File: config.mk
export PLATFORM = sky130hd
export DESIGN_NAME = mipsCpuBus
export DESIGN_NICKNAME = d
export VERILOG_FILES = /design/src/isaPkg.sv /design/src/busPkg.sv /design/src/alu.sv /design/src/controlUnit.sv /design/src/mipsCpuBus.sv /design/src/regFile.sv
export VERILOG_INCLUDE_DIRS = /design/src
export SDC_FILE = /design/constraint.sdc
export NUM_CORES = 2
export LEC_CHECK = 0
export BUFFER_PORTS_ARGS = -buffer_cell sky130_fd_sc_hd__buf_4
export CAP_MARGIN = 20
export CORE_MARGIN = 2
export CORE_UTILIZATION = 36
export CTS_CLUSTER_DIAMETER = 150
export CTS_CLUSTER_SIZE = 25
export DETAILED_ROUTE_END_ITERATION = 8
export PLACE_DENSITY = 0.48
export SLEW_MARGIN = 20
export SYNTH_ARGS = -nofsm -noshare
export SYNTH_HDL_FRONTEND = slang
export SYNTH_SLANG_ARGS = --single-unit
File: constraint.sdc
create_clock -name clk -period 11.2 [get_ports clk]
set_input_delay 2.24 -clock clk [delete_from_list [all_inputs] [get_ports clk]]
set_output_delay 2.24 -clock clk [all_outputs]
set_load 0.005 [all_outputs]
File: src/cpu_params.svh
/* Core-wide constants. The reset vector must be word aligned, and a PC equal to
   the halt address stops the core instead of fetching */
`ifndef CPU_PARAMS_SVH
`define CPU_PARAMS_SVH

// First fetch after reset, MIPS boot ROM base
`define RESET_VECTOR 32'hBFC00000

// Jumping here ends the program
`define HALT_ADDRESS 32'h00000000

// Data path width
`define WORD_WIDTH 32

// General purpose registers, register 0 hardwired to zero
`define REG_COUNT 32

`endif

File: src/isaPkg.sv
/* Kept MIPS subset only. Codes outside these enums decode as no-ops */
`include "cpu_params.svh"

package isaPkg;

    // Data and address word
    typedef logic [`WORD_WIDTH-1:0] word_t;
    // Register number, 0 to 31
    typedef logic [4:0] regIndex_t;
    // Shift amount field or low bits of rs
    typedef logic [4:0] shamt_t;

    // Primary opcode, instruction bits 31:26
    typedef enum logic [5:0] {
        OP_R     = 6'd0,
        OP_J     = 6'd2,
        OP_BEQ   = 6'd4,
        OP_BNE   = 6'd5,
        OP_ADDIU = 6'd9,
        OP_SLTI  = 6'd10,
        OP_SLTIU = 6'd11,
        OP_ANDI  = 6'd12,
        OP_ORI   = 6'd13,
        OP_XORI  = 6'd14,
        OP_LUI   = 6'd15,
        OP_LW    = 6'd35,
        OP_SW    = 6'd43
    } opcode_t;

    // R-type function code, bits 5:0
    typedef enum logic [5:0] {
        FN_SLL  = 6'd0,
        FN_SRL  = 6'd2,
        FN_SRA  = 6'd3,
        FN_SLLV = 6'd4,
        FN_SRLV = 6'd6,
        FN_SRAV = 6'd7,
        FN_JR   = 6'd8,
        FN_ADDU = 6'd33,
        FN_SUBU = 6'd35,
        FN_AND  = 6'd36,
        FN_OR   = 6'd37,
        FN_XOR  = 6'd38,
        FN_SLT  = 6'd42,
        FN_SLTU = 6'd43
    } funct_t;

    // ALU function select
    typedef enum logic [3:0] {
        ALU_ADD,
        ALU_SUB,
        ALU_AND,
        ALU_OR,
        ALU_XOR,
        ALU_SLT,
        ALU_SLTU,
        ALU_SLL,
        ALU_SRL,
        ALU_SRA,
        ALU_LUI
    } aluOp_t;

endpackage

File: src/busPkg.sv
/* Avalon master fields only; waitrequest and readdata come from the slave.
   byteenable stays all ones since only full words move */
package busPkg;

    // One bit per byte lane, bit 0 is the low byte
    typedef logic [3:0] byteEnable_t;

    // Everything the master drives, 70 bits
    typedef struct packed {
        // Word address, low two bits always zero
        isaPkg::word_t address;
        logic          read;
        logic          write;
        // Store data, ignored by the slave on reads
        isaPkg::word_t writedata;
        byteEnable_t   byteenable;
    } busReq_t;

endpackage

File: src/alu.sv
/* Purely combinational, no overflow traps. Shifts act on b; lui moves the low
   half of b to the upper half */
`timescale 1ns/10ps

module alu (
    input  isaPkg::aluOp_t aluOp,
    // a is rs, b is rt or the extended immediate
    input  isaPkg::word_t  a,
    input  isaPkg::word_t  b,
    // Fixed shamt field or rs[4:0] for variable shifts
    input  isaPkg::shamt_t shamt,
    output isaPkg::word_t  result
);
    import isaPkg::*;

    always_comb begin
        case (aluOp)
            // Wrapping two's complement, ADDU/SUBU/ADDIU and address calc
            ALU_ADD: result = a + b;
            ALU_SUB: result = a - b;

            // Bitwise
            ALU_AND: result = a & b;
            ALU_OR:  result = a | b;
            ALU_XOR: result = a ^ b;

            // Set on less than, 1 or 0
            ALU_SLT:  result = word_t'($signed(a) < $signed(b));
            ALU_SLTU: result = word_t'(a < b);

            // Shifts of b
            ALU_SLL: result = b << shamt;
            ALU_SRL: result = b >> shamt;
            // Sign bit fills from the left
            ALU_SRA: result = word_t'($signed(b) >>> shamt);

            // Immediate into the upper half, lower half cleared
            ALU_LUI: result = {b[15:0], 16'h0000};

            default: result = '0;
        endcase
    end

endmodule

File: src/controlUnit.sv
/* No delay slots, branches and jumps redirect at once. Only aligned LW/SW, and
   programs must not name register 0 as a destination (no NOPs) */
`timescale 1ns/10ps
`include "cpu_params.svh"

module controlUnit (
    input  logic              clk,
    input  logic              reset,
    // Bus master side
    output busPkg::busReq_t   busReq,
    input  logic              waitrequest,
    input  isaPkg::word_t     readdata,
    output logic              active,
    // Register file ports
    output isaPkg::regIndex_t rsIndex,
    output isaPkg::regIndex_t rtIndex,
    input  isaPkg::word_t     rsData,
    input  isaPkg::word_t     rtData,
    output logic              regWrite,
    output isaPkg::regIndex_t writeIndex,
    output isaPkg::word_t     writeData,
    // ALU ports
    output isaPkg::aluOp_t    aluOp,
    output isaPkg::word_t     aluA,
    output isaPkg::word_t     aluB,
    output isaPkg::shamt_t    shamt,
    input  isaPkg::word_t     aluResult
);
    import isaPkg::*;

    typedef enum logic [1:0] {
        FETCH,
        EXEC,
        MEM,
        HALT
    } cpuState_t;

    cpuState_t   state;
    word_t       pc;
    word_t       ir;
    // Instruction fields
    opcode_t     opcode;
    funct_t      funct;
    regIndex_t   rd;
    logic [15:0] imm;
    logic [25:0] target;
    // Decode results
    logic        useImm;
    logic        signExt;
    logic        varShift;
    logic        destRd;
    logic        writesReg;
    logic        isMem;
    logic        isLoad;
    // Next PC
    word_t       pcPlus4;
    word_t       branchTarget;
    word_t       jumpTarget;
    word_t       nextPc;
    logic        haltNext;

    // Field split
    assign opcode  = opcode_t'(ir[31:26]);
    assign rsIndex = ir[25:21];
    assign rtIndex = ir[20:16];
    assign rd      = ir[15:11];
    assign imm     = ir[15:0];
    assign funct   = funct_t'(ir[5:0]);
    assign target  = ir[25:0];

    // Opcode and funct to ALU op, operand and destination selects
    always_comb begin
        aluOp     = ALU_ADD;
        useImm    = 1'b1;
        signExt   = 1'b1;
        varShift  = 1'b0;
        destRd    = 1'b0;
        writesReg = 1'b0;
        isMem     = 1'b0;
        isLoad    = 1'b0;
        case (opcode)
            OP_R: begin
                useImm    = 1'b0;
                destRd    = 1'b1;
                writesReg = 1'b1;
                varShift  = (funct == FN_SLLV) || (funct == FN_SRLV) || (funct == FN_SRAV);
                case (funct)
                    FN_ADDU:          aluOp = ALU_ADD;
                    FN_SUBU:          aluOp = ALU_SUB;
                    FN_AND:           aluOp = ALU_AND;
                    FN_OR:            aluOp = ALU_OR;
                    FN_XOR:           aluOp = ALU_XOR;
                    FN_SLT:           aluOp = ALU_SLT;
                    FN_SLTU:          aluOp = ALU_SLTU;
                    FN_SLL, FN_SLLV:  aluOp = ALU_SLL;
                    FN_SRL, FN_SRLV:  aluOp = ALU_SRL;
                    FN_SRA, FN_SRAV:  aluOp = ALU_SRA;
                    // JR and unknown codes write nothing
                    default:          writesReg = 1'b0;
                endcase
            end
            OP_ADDIU: writesReg = 1'b1;
            OP_SLTI: begin
                aluOp     = ALU_SLT;
                writesReg = 1'b1;
            end
            // Immediate sign extended, then compared unsigned
            OP_SLTIU: begin
                aluOp     = ALU_SLTU;
                writesReg = 1'b1;
            end
            OP_ANDI: begin
                aluOp     = ALU_AND;
                signExt   = 1'b0;
                writesReg = 1'b1;
            end
            OP_ORI: begin
                aluOp     = ALU_OR;
                signExt   = 1'b0;
                writesReg = 1'b1;
            end
            OP_XORI: begin
                aluOp     = ALU_XOR;
                signExt   = 1'b0;
                writesReg = 1'b1;
            end
            OP_LUI: begin
                aluOp     = ALU_LUI;
                writesReg = 1'b1;
            end
            // Address is rs plus sign extended offset via ALU_ADD
            OP_LW: begin
                isMem  = 1'b1;
                isLoad = 1'b1;
            end
            OP_SW:   isMem = 1'b1;
            default: useImm = 1'b0;
        endcase
    end

    // ALU operands
    assign aluA  = rsData;
    assign aluB  = !useImm ? rtData
                 : signExt ? {{16{imm[15]}}, imm}
                 : {16'h0000, imm};
    assign shamt = varShift ? rsData[4:0] : ir[10:6];

    // Branch offset counts from PC + 4, as in standard MIPS
    assign pcPlus4      = pc + 32'd4;
    assign branchTarget = pcPlus4 + {{14{imm[15]}}, imm, 2'b00};
    assign jumpTarget   = {pcPlus4[31:28], target, 2'b00};

    always_comb begin
        nextPc = pcPlus4;
        case (opcode)
            OP_J:   nextPc = jumpTarget;
            OP_BEQ: nextPc = (rsData == rtData) ? branchTarget : pcPlus4;
            OP_BNE: nextPc = (rsData != rtData) ? branchTarget : pcPlus4;
            OP_R:   nextPc = (funct == FN_JR) ? rsData : pcPlus4;
            default: nextPc = pcPlus4;
        endcase
    end

    // JR to $zero lands here
    assign haltNext = (nextPc == `HALT_ADDRESS);

    always_ff @(posedge clk) begin
        if (reset) begin
            state <= FETCH;
            pc    <= `RESET_VECTOR;
        end else begin
            case (state)
                FETCH: begin
                    if (!waitrequest) begin
                        state <= EXEC;
                    end
                end
                // Memory ops keep the old PC until MEM completes
                EXEC: begin
                    if (isMem) begin
                        state <= MEM;
                    end else begin
                        pc    <= nextPc;
                        state <= haltNext ? HALT : FETCH;
                    end
                end
                MEM: begin
                    if (!waitrequest) begin
                        pc    <= nextPc;
                        state <= haltNext ? HALT : FETCH;
                    end
                end
                // Stuck until reset
                default: state <= HALT;
            endcase
        end
    end

    // Instruction register, loads on fetch completion
    always_ff @(posedge clk) begin
        if ((state == FETCH) && !waitrequest) begin
            ir <= readdata;
        end
    end

    // Bus request from state, held as long as state holds
    always_comb begin
        busReq.address    = pc;
        busReq.read       = 1'b0;
        busReq.write      = 1'b0;
        busReq.writedata  = rtData;
        busReq.byteenable = '1;
        case (state)
            FETCH: busReq.read = 1'b1;
            MEM: begin
                busReq.address = aluResult;
                busReq.read    = isLoad;
                busReq.write   = !isLoad;
            end
            default: busReq.read = 1'b0;
        endcase
    end

    assign active = (state != HALT);

    // ALU results in EXEC, load data on the MEM completion edge
    assign regWrite   = ((state == EXEC) && writesReg)
                     || ((state == MEM) && isLoad && !waitrequest);
    assign writeIndex = destRd ? rd : rtIndex;
    assign writeData  = (state == MEM) ? readdata : aluResult;

    // Never a read and a write in the same cycle
    assert property (@(posedge clk) disable iff (reset)
        !(busReq.read && busReq.write));

    // Stalled request held unchanged until accepted
    assert property (@(posedge clk) disable iff (reset)
        (busReq.read || busReq.write) && waitrequest |=> $stable(busReq));

    // Word-only bus, no lane steering
    assert property (@(posedge clk) disable iff (reset)
        (busReq.read || busReq.write) |-> (busReq.address[1:0] == 2'b00));

    // Catches programs writing $zero
    assert property (@(posedge clk) disable iff (reset)
        regWrite |-> (writeIndex != '0));

endmodule

File: src/mipsCpuBus.sv
/* Multicycle MIPS core with an Avalon master; full words only, byteenable is
   always all ones. active falls once the PC reaches zero */
`timescale 1ns/10ps

module mipsCpuBus (
    input  logic                clk,
    input  logic                reset,
    output logic                active,
    output isaPkg::word_t       register_v0,
    // Avalon master
    output isaPkg::word_t       address,
    output logic                write,
    output logic                read,
    input  logic                waitrequest,
    output isaPkg::word_t       writedata,
    output busPkg::byteEnable_t byteenable,
    input  isaPkg::word_t       readdata
);
    import isaPkg::*;
    import busPkg::*;

    busReq_t   busReq;
    // Register file links
    regIndex_t rsIndex;
    regIndex_t rtIndex;
    word_t     rsData;
    word_t     rtData;
    logic      regWrite;
    regIndex_t writeIndex;
    word_t     writeData;
    // ALU links
    aluOp_t    aluOp;
    word_t     aluA;
    word_t     aluB;
    shamt_t    shamt;
    word_t     aluResult;

    controlUnit controlUnit_i (
        .clk        (clk),
        .reset      (reset),
        .busReq     (busReq),
        .waitrequest(waitrequest),
        .readdata   (readdata),
        .active     (active),
        .rsIndex    (rsIndex),
        .rtIndex    (rtIndex),
        .rsData     (rsData),
        .rtData     (rtData),
        .regWrite   (regWrite),
        .writeIndex (writeIndex),
        .writeData  (writeData),
        .aluOp      (aluOp),
        .aluA       (aluA),
        .aluB       (aluB),
        .shamt      (shamt),
        .aluResult  (aluResult)
    );

    regFile regFile_i (
        .clk       (clk),
        .reset     (reset),
        .rsIndex   (rsIndex),
        .rtIndex   (rtIndex),
        .rsData    (rsData),
        .rtData    (rtData),
        .regWrite  (regWrite),
        .writeIndex(writeIndex),
        .writeData (writeData),
        .v0        (register_v0)
    );

    alu alu_i (
        .aluOp (aluOp),
        .a     (aluA),
        .b     (aluB),
        .shamt (shamt),
        .result(aluResult)
    );

    // Request struct out to the named bus ports
    assign address    = busReq.address;
    assign read       = busReq.read;
    assign write      = busReq.write;
    assign writedata  = busReq.writedata;
    assign byteenable = busReq.byteenable;

endmodule

File: src/regFile.sv
/* Combinational reads, write visible next cycle. Writes to register 0 are
   dropped so it always reads zero */
`timescale 1ns/10ps
`include "cpu_params.svh"

module regFile (
    input  logic              clk,
    input  logic              reset,
    // Two read ports for rs and rt
    input  isaPkg::regIndex_t rsIndex,
    input  isaPkg::regIndex_t rtIndex,
    output isaPkg::word_t     rsData,
    output isaPkg::word_t     rtData,
    // Single write port
    input  logic              regWrite,
    input  isaPkg::regIndex_t writeIndex,
    input  isaPkg::word_t     writeData,
    // Register 2, result register seen at the top level
    output isaPkg::word_t     v0
);
    import isaPkg::*;

    word_t regs [`REG_COUNT];

    always_ff @(posedge clk) begin
        if (reset) begin
            // Whole file starts at zero
            for (int i = 0; i < `REG_COUNT; i++) begin
                regs[i] <= '0;
            end
        end else if (regWrite && (writeIndex != '0)) begin
            regs[writeIndex] <= writeData;
        end
    end

    // No bypass, a value written this cycle shows up next cycle
    assign rsData = regs[rsIndex];
    assign rtData = regs[rtIndex];

    // $v0
    assign v0 = regs[2];

endmodule

# [After elaboration in Yosys (flattened, before gate mapping)]
# Memory sizes are Yosys's and may differ from the RTL's. A register that Yosys moved wholly into a read port is not among the register bits.
# Index checks and enable logic that the tools add are counted.
[classes] addsub=4 mul=0 div_mod_pow=0 magnitude_cmp=2 eq_ne=43 shift=3 n_mux=40 bitwise_logic=3 n_reduce_logical=28
[ops] cell="$pmux W32 S11" count=1
[ops] cell="$mux W32" count=10
[ops] cell="$pmux W32 S4" count=1
[ops] cell="$add A32 B32 Y32" count=2
[ops] cell="$lt A32 B32 Y1" count=2
[ops] cell="$pmux W32 S2" count=1
[ops] cell="$eq A6 B6 Y1 const B" count=9
[ops] cell="$eq A6 B4 Y1 const B" count=8
[ops] cell="$pmux W4 S9" count=1
[ops] cell="$add A32 B3 Y32 const B" count=1
[ops] cell="$and A32 B32 Y32" count=1
[ops] cell="$eq A32 B32 Y1" count=1
[ops] cell="$logic_not A32 Y1" count=1
[ops] cell="$ne A32 B32 Y1" count=1
[ops] cell="$or A32 B32 Y32" count=1
[ops] cell="$reduce_or A32 Y1" count=1
[ops] cell="$shl A32 B5 Y32" count=1
[ops] cell="$shr A32 B5 Y32" count=1
[ops] cell="$sshr A32 B5 Y32" count=1
[ops] cell="$sub A32 B32 Y32" count=1
[ops] cell="$xor A32 B32 Y32" count=1
[ops] cell="$eq A6 B3 Y1 const B" count=5
[ops] cell="$pmux W4 S7" count=1
[ops] cell="$mux W5" count=5
[ops] cell="27 further kinds" count=65
[word_totals] register_bits=66 latch_bits=0 ramBits=1024 mem_bits_ro=0 input_bits=35 word_cells=127 memories=1
[mem_list] name="regFile_i.regs" depth=32 width=32 rd=3 rd_clocked_by_memory_dff=2 wr=32 line="regFile.sv:23" source="word_t regs [`REG_COUNT];"

# [Logic depth before layout (Yosys ltp)]
[depth] word_depth=12 mapped_depth=32 mapped_depth_nobuf=25

# [By module]
# Synthesis repeated with hierarchy kept, for this count alone.
[hier_totals] hier_cells=7011 area_unflattened_um2=72982.5
[by_module_without_submodules] mod="regFile" n_inst=1 cells_each=4605 area_each_um2=56132.6 seq_area_each_um2=30749.5
[by_module_without_submodules] mod="alu" n_inst=1 cells_each=1330 area_each_um2=9152.5 seq_area_each_um2=0.0
[by_module_without_submodules] mod="controlUnit" n_inst=1 cells_each=1076 area_each_um2=7697.4 seq_area_each_um2=1641.6

# [Least setup slack after synthesis]
# OpenSTA, ideal clock, no wires.
[synth_path] kind="register to output" from="reg with a tool-made name" to="out address[30]" arrival_time_ns=5.493 path_slack_ns=3.467 stages_incl_launch_ff=27 path_cell_list="dfxtp_1 buf_4 buf_6 buf_6 buf_2 mux4_2 a22oi_1 nand4_1 nor2_1 a21oi_1 ha_1 fa_1 o21bai_1 a21oi_1 o21bai_1 a21oi_1 o21ba_2 o21ai_0 a31oi_1 a2111oi_0 o31ai_1 a311oi_1 o221ai_1 a211oi_1 and3_1 o21ai_0 a31oi_1"
[synth_lines] element="to (decl)" line="mipsCpuBus.sv:11" source="output isaPkg::word_t address,"

==> impl_metrics.ini <==
[status]
status = complete, no violations

[sta]
finalMaxSlewViolations = 0
max_freq_ghz = 0.0922
slew_headroom_pct = 21.3
min_period_over_period_pct = 96.8
setup_tns_ns = 0
rsz0062_at_grt = no
worst_slew_pin_slew_ns = 1.15
fin_skew_ns = 0.0828
whs_ns = 0.547
setup_violations = 0
hold_viol = 0
setup_ws_ns = 0.358
period_minus_slack_ns = 10.84

[setup_path]
arrival_ns = 8.60
path_max_fanout = 62
r2r_slack_ns = 2.57
end_kind = output port
crit_path_top_delay_cell = o21bai_2
crit_top_cell = nand3_1
path_cells = buf_12, mux2i_1, a22oi_1, nand3_1, nand3_1, o21bai_2, ha_1, clkinv_1, nor3_1, nand3_1, o311ai_0, a31oi_1, o31ai_1, a21o_1, a2111oi_0, a211o_1, xnor2_1, a21oi_1, o21ai_0, buf_4
required_ns = 8.96
max_stage_delay_ns = 0.92
worstSetupPathType = reg2out
reg2reg_to = regFile_i.regs[28][23]$_SDFFCE_PN0P_
start_kind = register
reg2reg_depth = 20

[layout]
areaGrowthSynthToFinish_pct = 9.02
fillers = 18076
final_cell_area_mm2 = 0.0738
final_layout_size_suffix_gt1_share_pct = 18.0
seqCellArea_mm2 = 0.0326
multi_input_area_mm2 = 0.0329
fin_nets = 6080

[floorplan]
core-area_mm2 = 0.187
io-pin-count = 138
num_rows = 159
die_w_um = 438
die_area_mm2 = 0.192
fp.dieH_um = 438
initial_core_util_pct = 36.1

[placement]
pre_cts_ws_ns = 1.40
place_congestion = 0.989
place.detailed.hpwl_um = 216000
port_buffers = 133
dpl_cell_area_mm2 = 0.0722

[clocking]
cts_root_buffer = clkbuf_16
clk_latency_ns = 0.79
htreeDepth = 2
cts_made_buffers = 51
clk_pin_slew_worst_paths_ns = 0.11
cts_tree = done
clk_path_buf_depth = 3
post_cts_buffers = 0
hold_buffers = 0
clock-sinks = 1100
cts_resized = 0

[detailed_routing]
via_per_inst = 6.40
ant_nets = 0
wire_per_inst_um = 37.6
route.vias.total = 54048
finalWirelength_um = 318000
route.detailed.drc = 0
drt_pass1_iterations = 7
first_iter_violations = 7455

[global_routing]
grt_max_degree = 67
antenna_found_initial = 8
grt_pass1_wl_um = 434000
grt_usage_pct = 32.4
grt_overflow = 0
first_global_vias = 52002

[power_and_ir_drop]
ir_drop_v = 0.000163
cellPowerDensity_mw_per_mm2 = 165
leakage_nw = 26.8

[hold_path]
hold_path_depth = 2
worstHoldPathType = reg2reg
hold_end = controlUnit_i.pc[21]$_SDFFE_PP0P_
holdCritStartpoint = controlUnit_i.pc[21]$_SDFFE_PP0P_

[logic_synthesis]
synthFlopType = edfxtp_1
yosys.area.top_type_share_pct = 46.8
syn_area_mm2 = 0.0677
ys_seq_elements = 1100
synth_top_area_cell = edfxtp_1
ys_warn_count = 0
yosysUniqueCellTypes = 95
synthArstFlopShare_pct = 0
syn_area_per_cell_um2 = 11.4
netlist_instances = 5965
ys_top_cells_by_area = edfxtp_1 (47%), mux4_2 (13%), nor2_1 (6.6%)
synth-edff-count = 1056
ys_seq_area_share_pct = 48.1

[flow_run]
max_cap_violations = 0
==> cell type report <==
class                      count  share of cell area [%]
sequential                  1100                    44.2
clock inverter                 8                   0.241
timing repair buffer         395                    4.20
clock buffer                  84                    1.90
antenna                        5                  0.0169
inverter                     128                   0.651
multi-input combinational   4229                    44.6
tap                         2495                    4.23
==> metal layers <==
| layer | routed length [um] | vias up | part of all wire, % | global-route usage, % |
|---|---|---|---|---|
| met2 | 146000 | 3154 | 46 | 51.5 |
| met1 | 126000 | 27993 | 40 | 42.8 |
| li1 | - | 22285 | - | - |
| met4 | 17600 | 6 | 5.6 | 15.5 |
| met5 | 40 | - | 0.013 | 0 |
| met3 | 28300 | 610 | 8.9 | 6.05 |
==> worst max-delay path, delay by kind of cell (launching register included) <==
family | cells | cell delay (ns)
compound gates | 10 | 3.83
xor+xnor | 1 | 0.12
fa+ha+maj | 1 | 0.34
buf+inv | 3 | 0.89
flops | 1 | 0.75
mux | 1 | 0.43
simple gates | 4 | 1.42
==> worst max-delay path by stage <==
stage                     cells after the start  startpoint           to
after floorplan                              26    register  address[30]
after global placement                       22    register  address[24]
after detailed placement                     22    register  address[23]
after CTS                                    22    register  address[23]
after global routing                         22    register  address[28]
final                                        20    register  address[23]
==> cells in the mapped netlist (51+ instances only) <==
master / number
nor2_1: 1187
edfxtp_1: 1056
mux2i_1: 406
mux4_2: 405
clkbuf_1: 311
nand2_1: 299
a22oi_1: 238
a21oi_1: 226
nor3_1: 191
o21ai_0: 170
buf_2: 159
ha_1: 137
nand3_1: 128
inv_1: 125
xnor2_1: 62
a211oi_1: 55
nand4_1: 53
xor2_1: 53
nand2b_1: 51
==> placed cells by master, fill, tap and decap left out, drive strengths merged, types with 26 or more instances in the layout <==
cell,Yosys,layout
nand2,299,299
a21o,41,41
ha,137,137
edfxtp,1056,1056
nand2b,51,51
mux2,40,40
nand4,53,53
o211ai,30,30
mux4,405,405
conb,2,36
a211oi,56,56
nor2,1190,1190
xnor2,63,63
clkbuf,311,84
xor2,54,54
and2,26,26
a21oi,227,227
dfxtp,44,44
inv,127,129
nor3,191,191
mux2i,412,412
o21ai,199,199
buf,231,395
a22oi,238,238
nand3,129,129
==> per-stage QoR <==
step | total power [mW] | util, % | cells
after floorplan | 7.57 | - | 5999
after global placement | 9.75 | 38.5 | 8346
after detailed placement | 9.74 | 38.5 | 8347
after CTS | 12.1 | 39.4 | 8439
after global routing | 12.5 | 39.4 | 8440
final | 12.2 | 39.4 | 8444
==> power breakdown <==
part,leakage (nW),total (mW),switching (mW),internal [mW]
sequential,11.2,4.78,0.134,4.65
clock,0.746,2.39,1.45,0.931
combinational,14.8,5.00,3.59,1.41
total,26.8,12.2,5.18,6.99
==> logic make-up (layout without fill, tap and decap cells) <==
| group | count (synthesis) | count (layout) | synth area share [%] |
|---|---|---|---|
| AND/OR/NAND/NOR | 2056 | 2056 | 13.0 |
| flip-flops | 1100 | 1100 | 48.1 |
| AO/OA/AOI/OAI | 1023 | 1023 | 10.0 |
| multiplexers | 857 | 857 | 20.3 |
| buffers and inverters | 670 | 615 | 4.37 |
| adder cells (fa/ha/maj) | 140 | 140 | 2.62 |
| XOR/XNOR | 117 | 117 | 1.54 |
| other | 2 | 41 | 0.0111 |
==> state kept, by name, indices dropped and copies added (netlist names), named ones only <==
signal	flops
regFile_i.regs	1024
controlUnit_i.ir	32
controlUnit_i.pc	32
controlUnit_i.state	2
Note: power is estimated with default switching activity, not from simulation.
